`src/logic/monexp_config.svh`:
```
/* Exponentiation engine sizes */
`ifndef MONEXP_CONFIG_SVH
`define MONEXP_CONFIG_SVH

// operand geometry
`define WORD_WIDTH 16 // bits per word
`define NUM_WORDS 4 // words per operand

// full operand width
`define OPER_WIDTH (`WORD_WIDTH * `NUM_WORDS)

`endif

```
`src/logic/monexp_pkg.sv`:
```
/* Shared exponentiation types */
`default_nettype none
`include "monexp_config.svh"

package monexp_pkg;

	typedef logic [`WORD_WIDTH-1:0] word_t; // one datapath word
	typedef logic [`OPER_WIDTH-1:0] oper_t; // whole operand, lsw at bit 0

	// one word of every host operand per load cycle
	typedef struct packed {
		word_t m; // message
		word_t e; // exponent
		word_t n; // modulus
		word_t t; // R^2 mod n
		word_t r; // R mod n
	} load_word_t;

	// complete operand set after loading
	typedef struct packed {
		oper_t m;
		oper_t e;
		oper_t n;
		oper_t t;
		oper_t r;
		word_t n0prime; // -n^-1 mod 2^w
	} operand_set_t;

	// one Montgomery product request, a*b*R^-1
	typedef struct packed {
		oper_t a;
		oper_t b;
	} mont_req_t;

endpackage

`default_nettype wire

```
`src/logic/operand_loader.sv`:
```
/* Operand loader */
`timescale 1ns/1ps
`default_nettype none
`include "monexp_config.svh"

module operand_loader (
	input  logic clk,
	input  logic reset,
	input  logic start,
	input  logic idle,
	input  monexp_pkg::load_word_t in_word,
	input  monexp_pkg::word_t n0prime,
	output monexp_pkg::operand_set_t operands,
	output logic loaded
);
	localparam int CNT_W = $clog2(`NUM_WORDS);
	localparam logic [CNT_W-1:0] LAST = CNT_W'(`NUM_WORDS - 1);

	logic loading; // word window open
	logic [CNT_W-1:0] cnt; // words taken so far
	logic accept;

	// loaded cycle is still covered, sequencer busy comes one cycle later
	assign accept = start && idle && !loading && !loaded;

	always_ff @(posedge clk or posedge reset) begin
		if (reset) begin
			loading <= 1'b0;
			cnt <= '0;
			loaded <= 1'b0;
		end else begin
			loaded <= 1'b0; // single pulse
			if (loading) begin
				cnt <= cnt + 1'b1; // wraps back to zero
				if (cnt == LAST) begin
					loading <= 1'b0;
					loaded <= 1'b1;
				end
			end else if (accept) begin
				loading <= 1'b1;
				cnt <= '0;
			end
		end
	end

	// new word enters at the top, lsw ends up at the bottom
	always_ff @(posedge clk) begin
		if (accept)
			operands.n0prime <= n0prime; // sampled with start
		if (loading) begin
			operands.m <= {in_word.m, operands.m[`OPER_WIDTH-1:`WORD_WIDTH]};
			operands.e <= {in_word.e, operands.e[`OPER_WIDTH-1:`WORD_WIDTH]};
			operands.n <= {in_word.n, operands.n[`OPER_WIDTH-1:`WORD_WIDTH]};
			operands.t <= {in_word.t, operands.t[`OPER_WIDTH-1:`WORD_WIDTH]};
			operands.r <= {in_word.r, operands.r[`OPER_WIDTH-1:`WORD_WIDTH]};
		end
	end

	// Montgomery reduction needs an odd modulus
	a_n_odd: assert property (@(posedge clk) disable iff (reset) loaded |-> operands.n[0])
		else $error("modulus loaded even");

endmodule

`default_nettype wire

```
`src/logic/mont_product.sv`:
```
/* CIOS Montgomery product */
`timescale 1ns/1ps
`default_nettype none
`include "monexp_config.svh"

module mont_product (
	input  logic clk,
	input  logic reset,
	input  logic mont_start,
	input  monexp_pkg::mont_req_t req,
	input  monexp_pkg::oper_t modulus,
	input  monexp_pkg::word_t n0prime,
	output monexp_pkg::oper_t product,
	output logic done
);
	import monexp_pkg::*;

	localparam int IDX_W = $clog2(`NUM_WORDS);
	localparam logic [IDX_W-1:0] LAST = IDX_W'(`NUM_WORDS - 1);

	typedef enum logic [2:0] {
		PH_MUL, // v += a[i] * b
		PH_TOP, // fold carry into v[s], v[s+1]
		PH_M, // m = v[0] * n0prime
		PH_RED, // v = (v + m * n) >> w
		PH_FOLD1, // v[s-1] = v[s] + C
		PH_FOLD2 // v[s] = v[s+1] + C
	} phase_t;

	phase_t phase;
	logic running;
	logic store; // second cycle of a step
	logic [IDX_W-1:0] i; // outer word of a
	logic [IDX_W-1:0] j; // inner word
	word_t v [`NUM_WORDS + 2]; // accumulator, two spare top words
	word_t carry;
	word_t m_red; // reduction factor of this row
	word_t x_d, y_d, z_d, cin_d;
	word_t x_q, y_q, z_q, cin_q; // registered mac operands
	logic [2*`WORD_WIDTH-1:0] mac;

	// x*y + z + cin never exceeds two words
	assign mac = x_q * y_q + z_q + cin_q;

	always_comb begin
		x_d = '0;
		y_d = '0;
		z_d = '0;
		cin_d = '0;
		case (phase)
			PH_MUL: begin
				x_d = req.a[i*`WORD_WIDTH +: `WORD_WIDTH];
				y_d = req.b[j*`WORD_WIDTH +: `WORD_WIDTH];
				z_d = (i == '0) ? '0 : v[j]; // first row starts from zero
				cin_d = (j == '0) ? '0 : carry; // C = 0 per row
			end
			PH_TOP: begin
				z_d = v[`NUM_WORDS];
				cin_d = carry;
			end
			PH_M: begin
				x_d = v[0];
				y_d = n0prime; // only the low word is kept
			end
			PH_RED: begin
				x_d = m_red;
				y_d = modulus[j*`WORD_WIDTH +: `WORD_WIDTH];
				z_d = v[j];
				cin_d = (j == '0) ? '0 : carry;
			end
			PH_FOLD1: begin
				z_d = v[`NUM_WORDS];
				cin_d = carry;
			end
			PH_FOLD2: begin
				z_d = v[`NUM_WORDS + 1];
				cin_d = carry;
			end
			default: ;
		endcase
	end

	// issue cycle; also loads on the mont_start edge
	always_ff @(posedge clk) begin
		if (!store) begin
			x_q <= x_d;
			y_q <= y_d;
			z_q <= z_d;
			cin_q <= cin_d;
		end
	end

	always_ff @(posedge clk or posedge reset) begin
		if (reset) begin
			running <= 1'b0;
			store <= 1'b0;
			phase <= PH_MUL;
			i <= '0;
			j <= '0;
			done <= 1'b0;
		end else begin
			done <= 1'b0;
			if (!running) begin
				if (mont_start) begin
					running <= 1'b1;
					store <= 1'b1; // first step issued on this edge
				end
			end else if (!store) begin
				store <= 1'b1;
			end else begin
				store <= 1'b0;
				case (phase)
					PH_MUL: begin
						j <= (j == LAST) ? '0 : j + 1'b1;
						if (j == LAST)
							phase <= PH_TOP;
					end
					PH_TOP: phase <= PH_M;
					PH_M: phase <= PH_RED;
					PH_RED: begin
						j <= (j == LAST) ? '0 : j + 1'b1;
						if (j == LAST)
							phase <= PH_FOLD1;
					end
					PH_FOLD1: phase <= PH_FOLD2;
					default: begin
						phase <= PH_MUL; // next outer word
						i <= (i == LAST) ? '0 : i + 1'b1;
						if (i == LAST) begin
							running <= 1'b0;
							done <= 1'b1;
						end
					end
				endcase
			end
		end
	end

	// store cycle
	always_ff @(posedge clk) begin
		if (mont_start && !running) begin
			for (int w = 0; w < `NUM_WORDS + 2; w++)
				v[w] <= '0; // fresh accumulator
		end else if (store) begin
			case (phase)
				PH_MUL: begin
					v[j] <= mac[`WORD_WIDTH-1:0];
					carry <= mac[2*`WORD_WIDTH-1:`WORD_WIDTH];
				end
				PH_TOP: begin
					v[`NUM_WORDS] <= mac[`WORD_WIDTH-1:0];
					v[`NUM_WORDS + 1] <= mac[2*`WORD_WIDTH-1:`WORD_WIDTH];
				end
				PH_M: m_red <= mac[`WORD_WIDTH-1:0];
				PH_RED: begin
					if (j != '0)
						v[j - 1'b1] <= mac[`WORD_WIDTH-1:0]; // shifted down one word
					carry <= mac[2*`WORD_WIDTH-1:`WORD_WIDTH];
				end
				PH_FOLD1: begin
					v[`NUM_WORDS - 1] <= mac[`WORD_WIDTH-1:0];
					carry <= mac[2*`WORD_WIDTH-1:`WORD_WIDTH];
				end
				default: v[`NUM_WORDS] <= mac[`WORD_WIDTH-1:0];
			endcase
		end
	end

	// no final subtraction, result stays below 2n
	always_comb begin
		for (int w = 0; w < `NUM_WORDS; w++)
			product[w*`WORD_WIDTH +: `WORD_WIDTH] = v[w];
	end

	// sequencer keeps one product in flight
	a_no_overlap: assert property (@(posedge clk) disable iff (reset) running |-> !mont_start)
		else $error("mont_start during running product");

endmodule

`default_nettype wire

```
`src/logic/exp_sequencer.sv`:
```
/* Exponent scan sequencer */
`timescale 1ns/1ps
`default_nettype none
`include "monexp_config.svh"

module exp_sequencer (
	input  logic clk,
	input  logic reset,
	input  logic loaded,
	input  monexp_pkg::operand_set_t operands,
	output logic mont_start,
	output monexp_pkg::mont_req_t req,
	input  monexp_pkg::oper_t product,
	input  logic mont_done,
	output logic result_ready,
	output monexp_pkg::oper_t result,
	output logic busy
);
	import monexp_pkg::*;

	localparam int BIT_W = $clog2(`OPER_WIDTH);
	localparam oper_t MONT_ONE = oper_t'(1); // plain 1 leaves the Montgomery domain

	typedef enum logic [2:0] {ST_IDLE, ST_MBAR, ST_SCAN, ST_SQR, ST_MUL, ST_FINAL} state_t;

	state_t state;
	logic [BIT_W-1:0] bit_idx; // exponent bit in work
	oper_t m_bar, c_bar;
	logic cur_bit, last_bit;
	logic issue; // start a product next cycle
	mont_req_t next_req;

	assign cur_bit = operands.e[bit_idx];
	assign last_bit = (bit_idx == '0);

	always_comb begin
		issue = 1'b0;
		next_req = '{a: product, b: product}; // square of the fresh c_bar
		case (state)
			ST_IDLE: begin
				issue = loaded;
				next_req = '{a: operands.m, b: operands.t}; // m_bar
			end
			ST_SCAN: begin
				issue = cur_bit; // first one bit found
				next_req = '{a: c_bar, b: c_bar};
			end
			ST_SQR: begin
				issue = mont_done;
				if (cur_bit)
					next_req = '{a: product, b: m_bar};
				else if (last_bit)
					next_req = '{a: product, b: MONT_ONE};
			end
			ST_MUL: begin
				issue = mont_done;
				if (last_bit)
					next_req = '{a: product, b: MONT_ONE};
			end
			default: ;
		endcase
	end

	always_ff @(posedge clk or posedge reset) begin
		if (reset) begin
			state <= ST_IDLE;
			bit_idx <= '0;
			mont_start <= 1'b0;
			result_ready <= 1'b0;
			busy <= 1'b0;
		end else begin
			mont_start <= issue;
			result_ready <= 1'b0;
			if (result_ready)
				busy <= 1'b0; // unloader raises unloading on this edge
			case (state)
				ST_IDLE: if (loaded) begin
					state <= ST_MBAR;
					bit_idx <= BIT_W'(`OPER_WIDTH - 1); // scan from the msb
					busy <= 1'b1;
				end
				ST_MBAR: if (mont_done)
					state <= ST_SCAN;
				ST_SCAN: begin
					if (cur_bit)
						state <= ST_SQR;
					else
						bit_idx <= bit_idx - 1'b1; // skip leading zero
				end
				ST_SQR: if (mont_done) begin
					if (cur_bit)
						state <= ST_MUL;
					else if (last_bit)
						state <= ST_FINAL;
					else
						bit_idx <= bit_idx - 1'b1;
				end
				ST_MUL: if (mont_done) begin
					if (last_bit)
						state <= ST_FINAL;
					else begin
						state <= ST_SQR;
						bit_idx <= bit_idx - 1'b1;
					end
				end
				default: if (mont_done) begin
					state <= ST_IDLE;
					result_ready <= 1'b1;
				end
			endcase
		end
	end

	always_ff @(posedge clk) begin
		if (issue)
			req <= next_req; // held until done
		if (state == ST_IDLE && loaded)
			c_bar <= operands.r; // 1 in Montgomery form
		if (mont_done) begin
			if (state == ST_MBAR)
				m_bar <= product;
			if (state == ST_SQR || state == ST_MUL)
				c_bar <= product;
			if (state == ST_FINAL)
				result <= product;
		end
	end

	// a zero exponent would never leave the scan
	a_e_nonzero: assert property (@(posedge clk) disable iff (reset)
		loaded |-> operands.e != '0)
		else $error("zero exponent loaded");

endmodule

`default_nettype wire

```
`src/logic/result_unloader.sv`:
```
/* Result unloader */
`timescale 1ns/1ps
`default_nettype none
`include "monexp_config.svh"

module result_unloader (
	input  logic clk,
	input  logic reset,
	input  logic result_ready,
	input  monexp_pkg::oper_t result,
	output monexp_pkg::word_t res_word,
	output logic res_valid,
	output logic unloading
);
	import monexp_pkg::*;

	localparam int CNT_W = $clog2(`NUM_WORDS);
	localparam logic [CNT_W-1:0] LAST = CNT_W'(`NUM_WORDS - 1);

	oper_t shift_q; // lsw at the bottom
	logic [CNT_W-1:0] cnt;

	always_ff @(posedge clk or posedge reset) begin
		if (reset) begin
			unloading <= 1'b0;
			cnt <= '0;
		end else if (unloading) begin
			cnt <= cnt + 1'b1;
			if (cnt == LAST)
				unloading <= 1'b0; // last word out
		end else if (result_ready) begin
			unloading <= 1'b1;
			cnt <= '0;
		end
	end

	always_ff @(posedge clk) begin
		if (unloading)
			shift_q <= shift_q >> `WORD_WIDTH; // next word down
		else if (result_ready)
			shift_q <= result;
	end

	assign res_valid = unloading;
	assign res_word = unloading ? shift_q[`WORD_WIDTH-1:0] : '0; // zero when idle

endmodule

`default_nettype wire

```
`src/logic/monexp_top.sv`:
```
/* Montgomery exponentiation top */
`timescale 1ns/1ps
`default_nettype none

module monexp_top (
	input  logic clk,
	input  logic reset,
	input  logic start,
	input  monexp_pkg::load_word_t in_word,
	input  monexp_pkg::word_t n0prime,
	output logic busy,
	output monexp_pkg::word_t res_word,
	output logic res_valid
);
	import monexp_pkg::*;

	operand_set_t operands;
	mont_req_t req;
	oper_t product;
	oper_t result;
	logic loaded;
	logic mont_start;
	logic mont_done;
	logic result_ready;
	logic seq_busy;
	logic unloading;

	assign busy = seq_busy | unloading; // covers compute and unload

	operand_loader u_loader (
		.clk(clk),
		.reset(reset),
		.start(start),
		.idle(!busy), // start ignored while running
		.in_word(in_word),
		.n0prime(n0prime),
		.operands(operands),
		.loaded(loaded)
	);

	exp_sequencer u_seq (
		.clk(clk),
		.reset(reset),
		.loaded(loaded),
		.operands(operands),
		.mont_start(mont_start),
		.req(req),
		.product(product),
		.mont_done(mont_done),
		.result_ready(result_ready),
		.result(result),
		.busy(seq_busy)
	);

	mont_product u_mont (
		.clk(clk),
		.reset(reset),
		.mont_start(mont_start),
		.req(req),
		.modulus(operands.n),
		.n0prime(operands.n0prime),
		.product(product),
		.done(mont_done)
	);

	result_unloader u_unload (
		.clk(clk),
		.reset(reset),
		.result_ready(result_ready),
		.result(result),
		.res_word(res_word),
		.res_valid(res_valid),
		.unloading(unloading)
	);

endmodule

`default_nettype wire

```
`config.mk`:
```
export PLATFORM = sky130hd
export DESIGN_NAME = monexp_top
export DESIGN_NICKNAME = d
export VERILOG_FILES = /design/src/logic/monexp_pkg.sv /design/src/logic/operand_loader.sv /design/src/logic/mont_product.sv /design/src/logic/exp_sequencer.sv /design/src/logic/result_unloader.sv /design/src/logic/monexp_top.sv
export VERILOG_INCLUDE_DIRS = /design/src /design/src/logic
export SDC_FILE = /design/constraint.sdc
export NUM_CORES = 2
export LEC_CHECK = 0
export CAP_MARGIN = 20
export CORE_MARGIN = 2
export CORE_UTILIZATION = 50
export CTS_BUF_LIST = sky130_fd_sc_hd__clkbuf_2
export DETAILED_ROUTE_END_ITERATION = 12
export DONT_BUFFER_PORTS = 1
export HOLD_SLACK_MARGIN = 0.02
export PLACE_DENSITY_LB_ADDON = 0.08
export SLEW_MARGIN = 10
export SYNTH_ARGS = -nofsm -noshare
export SYNTH_HDL_FRONTEND = slang
export SYNTH_SLANG_ARGS = --single-unit
```
`constraint.sdc`:
```
create_clock -name clk -period 14.91 [get_ports clk]
set_clock_uncertainty 0.2 [all_clocks]
set_input_delay 0.7455 -clock clk [delete_from_list [all_inputs] [get_ports clk]]
set_output_delay 0.7455 -clock clk [all_outputs]
set_load 0.01 [all_outputs]
```
* After elaboration in Yosys (flattened, before gate mapping) *
Memories as Yosys holds them, arrays and structs flattened.
Cells that the tools add are included.

word-level totals
  bits in registers = 845
  bits in latches = 0
  memory bits (writable) = 96
  bits in read-only memories = 0
  input port bits = 99
  memories = 1

memory list
  memory    depth  bits a word  read ports  clocked after Yosys merged registers in  wr ports  RTL line            text
  u_mont.v  6      16           7           0                                        6         mont_product.sv:35  word_t v [`NUM_WORDS + 2];

operators by class
  add/sub/neg operators = 8
  multiply operators = 1
  divide/modulo/power cells = 0
  order comparisons = 1
  equal/unequal tests = 24
  shifts and indexed selects = 3
  multiplexer cells = 102
  bitwise operators = 7
  reduce and logical (&&, ||, !) cells = 39

operators with widths
  kind                   number
  $pmux W128 S4          1
  $mux W64               5
  $shiftx A64 B7 Y16     3
  $mux W16               9
  $mux W48               2
  $pmux W16 S3           2
  $add A32 B16 Y32       2
  $pmux W16 S4           1
  $mux W1                51
  $mux W3                13
  $mux W6                6
  $mul A16 B16 Y32       1
  $pmux W16 S2           1
  $reduce_or A16 Y1      2
  $pmux W3 S5            2
  $pmux W6 S4            1
  $eq A3 B2 Y1 const B   4
  $eq A3 B3 Y1 const B   4
  $mux W2                6
  $ne A2 B1 Y1 const B   6
  $reduce_and A3 Y1      4
  $reduce_or A5 Y1       2
  $add A2 B1 Y2 const B  4
  $eq A2 B2 Y1 const B   4
  25 further kinds       49

* Depth between registers and ports, before layout *
  word-level depth = 8
  depth in mapped cells = 22
  gate-level depth less buffers = 20

* Cells and area by module *
A second synthesis with hierarchy kept.

unflattened totals
  cells, all modules = 3528
  area, all modules = 47058.9 um2

modules (own cells, without submodules)
  module           instances  cells each  area an instance (um2)
  mont_product     1          1817        19368.6
  exp_sequencer    1          1174        14532.7
  operand_loader   1          351         10268.6
  result_unloader  1          184         2879.0
  monexp_top       1          2           10.0

* Least setup slack after synthesis *
Ideal clock, no wire load.

  kind = reg-to-reg
  start = reg u_loader.loading
  end = reg u_loader.cnt[1]
  library setup time = 0.451 ns
  arrival = 7.447 ns
  path slack = 6.812 ns
  cell stages (with the launch flop) = 2
  clock period less this slack = 8.098 ns
  path through = dfrtp_1 -> o21ai_0

on the way
  longest elaborated chain between the ends = 4
  elaborated cells between the ends (all ways) = 5
  classes of those cells = mux (1); reduce/logical (4)

ends and longest elaborated chain
  element                              RTL line              text
  start: declaration                   operand_loader.sv:19  logic loading;
  start signal: assignment             operand_loader.sv:28  loading <= 1'b0;
  start signal: assignment             operand_loader.sv:36  loading <= 1'b0;
  start signal: assignment             operand_loader.sv:40  loading <= 1'b1;
  $logic_not A1 Y1                     operand_loader.sv:24  assign accept = start && idle && !loading && !loaded;
  $logic_and A1 B1 Y1 (2 in a row)     operand_loader.sv:24
  $reduce_bool A2 Y1 (no source line)  n/a
  end signal: assignment               operand_loader.sv:34  cnt <= cnt + 1'b1;
  end: declaration                     operand_loader.sv:20  logic [CNT_W-1:0] cnt;

Several ways; a longest one is shown, not always the timed one.
A chain may end at the register's enable or synchronous reset.

==> metrics <==
status completed; Final Util between 50% and 60%; RR Startpoint u_mont.x_q[13]; fin. max-slew vios 0; Cell variety after synth 73; crit-path max FO 16; setup TNS 0 ns; fmax around 140 MHz; PortBufs 0; Area Overhead vs Synth 13.3%; final count of hold timing violations 0; total number of H-tree levels 4; Most used DFF post-synth edfxtp_1; clk slew on worst S/H paths 0.12 ns; worst slew pin tran about 1.1 ns; hpwl dp 87500 um; Yosys warning count 0; worst hold path depth 0; DRT iter0 DRCs 3051; die height 310 um; Rows 112; critical path's slowest cell a2111oi_0; top sig layer met5; worst skew pair latency 1.62 ns; number of global-route vias before repair 30900; CTS Buf Count 231; fraction of layout cells with a size suffix above 1 between 10 and 15%; switching share of power a little under a quarter; met3 WL roughly 10000 um; via count 30000; CTS resizes 0; Starting Density 50.3%; Synth Net Count a little under 4000; FF-to-FF End u_mont.v[5][8]; area of the multi-input gates roughly 17000 sq um; Tcrit/Tclk final 49.0%; post-synthesis sequential area ratio 58.5%; final setup fails 0; initial antenna violation count 8; Final Non-Filler Cells 5328; Die W 310 um; routed wire length 130000 um; CTS tree built; DR WL met2 60900 um; HP Class flip-flop to flip-flop; ys async rst share 3.08%; # fillers 7710; # nets final 4305; CP max stage delay ~0.83 ns; #FFs+latches synth 941; r2r setup slk 7.61 ns; Rel. slew slack 24.1%; Max VDD drop 73.4 uV; crit path capture u_mont.v[5][8]; Crit path required time 15.96 ns; Vias per Instance 5.64; leakage power 20.5 nW; CTS Buffer Depth 3; critical path's most frequent cell fa_1; Comb power frac 1.3%; crit path kind flip-flop to flip-flop; RSZ-0062 raised after global routing false; WP depth 18; Crit. Startpoint u_mont.x_q[13]; GRT Total Usage 27.6%; Mapped Cells between 3000 and 4000; internal power roughly 3.6 mW; Arr. time, crit path 8.35 ns; gr ovfl total 0; Syn Area/Cell 13.3 sq um; die area 95900 sq um; setup bufs post-CTS 0; Clk pwr share 38.0%; hold buffers post-CTS about 270; router iterations before antenna repair 8; ordered cell list for the critical path nand2_1 -> fa_1 -> fa_1 -> fa_1 -> inv_1 -> fa_1 -> fa_1 -> inv_1 -> fa_1 -> inv_1 -> ha_1 -> a21o_1 -> a211o_1 -> o2111a_1 -> a2111oi_0 -> o21ai_0 -> mux2i_1 -> a21oi_1; Seq pwr share 60.6%; Tot Pwr 4.67 mW; PD cells 88.2 nW/um^2; post-synthesis instance area 46700 sq um; M1 wire length between 50000 and 60000 um; WL/cell 24.3 um; register area between 20000 and 30000 sq um; # placed instances 4620; Critical Path Start Type flip-flop; Worst Reg-to-Reg Cells 18; switching pwr approximately 1.1 mW; Residual DRC 0; IO Count between 100 and 150; global-route wire length before repair slightly below 200000 um; routability cong. 0.883; family with the most delay on the worst path adder cells; EDFF count, synth 832; Bufs and invs on worst path 3; Sink Count between 900 and 1000; pin count of the biggest net entering global routing 83; DRT antenna net count 0; Final Critical Period 7.30 ns; maxcap violations 0; CP endpoint kind flip-flop; Root Buffer clkbuf_2; Core Box Area 92900 sq um
## layer usage
layer / track usage (%) / up-vias
li1: - / 13300
met1: 38.4 / 15200
met2: 43.6 / 1329
met3: 5.16 / 214
met4: 10.1 / 4
met5: 0 / -
## Yosys cell counts (all sizes together) (21+ instances only)
cell type | count | area share [%]
a211oi | 21 | 0.34
a21oi | 156 | 1.7
a222oi | 64 | 1.4
a31oi | 28 | 0.38
and2 | 161 | 2.2
buf | 48 | 0.52
clkbuf | 137 | 1.1
dfrtp | 29 | 1.6
dfxtp | 80 | 3.4
edfxtp | 832 | 54
fa | 226 | 9.7
ha | 113 | 3.0
inv | 342 | 2.7
mux2 | 50 | 1.2
mux2i | 195 | 4.2
mux4 | 76 | 3.7
nand2 | 356 | 2.9
nor2 | 265 | 2.1
nor2b | 23 | 0.31
nor3 | 31 | 0.33
o21ai | 116 | 1.2
## cell usage in the layout (no fill, tap or decap), drive strengths merged, types with 31 or more instances in the layout
cell type,instances
edfxtp,832
nor2,265
dfxtp,80
ha,113
a222oi,64
nor3,31
and2,161
inv,351
mux2,50
buf,51
clkinv,75
mux2i,195
dlygate4sd3,265
a21oi,156
clkbuf,349
fa,226
nand2,356
mux4,76
o21ai,116
## how the worst min path moves through the flow
| stage | to | from | slack [ns] |
|---|---|---|---|
| 6_report | u_loader.operands[185] | u_loader.operands[201] | 0.16 |
| 3_5_place_dp | u_loader.operands[299] | u_loader.operands[315] | 0.23 |
| 4_1_cts | u_loader.operands[136] | in_word[24] | 0.02 |
| 2_1_floorplan | u_loader.operands[147] | u_loader.operands[163] | 0.22 |
| 3_3_place_gp | u_loader.operands[149] | u_loader.operands[165] | 0.23 |
| 5_1_grt | u_loader.operands[265] | in_word[57] | 0.04 |
## cell families after synthesis
family	after synthesis	share of synthesized area, %
AO/OA/AOI/OAI	464	6.44
AND/OR/NAND/NOR	891	8.58
multiplexers	321	9.05
XOR/XNOR	18	0.338
buffers and inverters	529	4.39
adder cells (fa/ha/maj)	339	12.7
flip-flops	941	58.5
## flip-flops by register name (all words and copies together) (netlist names), 3 cells and up
signal	flops
u_loader.operands	336
u_seq.result	64
u_seq.bit_idx	6
u_unload.shift_q	64
u_mont.x_q	16
u_seq.c_bar	64
u_mont.phase	3
u_mont.cin_q	16
u_mont.y_q	16
u_mont.carry	16
u_mont.v	96
u_seq.state	3
u_seq.req	128
u_mont.m_red	16
u_seq.m_bar	64
u_mont.z_q	16
## power by group through the flow
| stage | registers (mW) | clock network, mW | logic [mW] |
|---|---|---|---|
| floorplan | 2.89 | 0 | 0.00346 |
| global placement | 2.89 | 0 | 0.00447 |
| detailed placement | 2.89 | 0 | 0.00471 |
| CTS | 2.83 | 1.82 | 0.0591 |
| global route | 2.83 | 1.96 | 0.0664 |
| finish | 2.83 | 1.77 | 0.0622 |
## area by class of cell
cell class              instances  share of cell area (%)
diodes                          5                  0.0237
multi-input cells            2033                    32.9
clock buffers                 349                    3.30
well taps                    1254                    2.97
repair buffers                316                    5.78
inverters                     344                    2.44
flip-flops and latches        941                    51.7
clock inverters                86                   0.875
## through the flow
step / worst slack (ns) / hold WS [ns] / area, sq um
2_1_floorplan: 6.81 / 0.221 / 46700
3_3_place_gp: 7.85 / 0.226 / 48000
3_5_place_dp: 7.81 / 0.232 / 48000
4_1_cts: 7.77 / 0.0208 / 52900
5_1_grt: 7.40 / 0.0423 / 52900
6_report: 7.61 / 0.160 / 52900
Note: power is estimated with default switching activity, not from simulation.
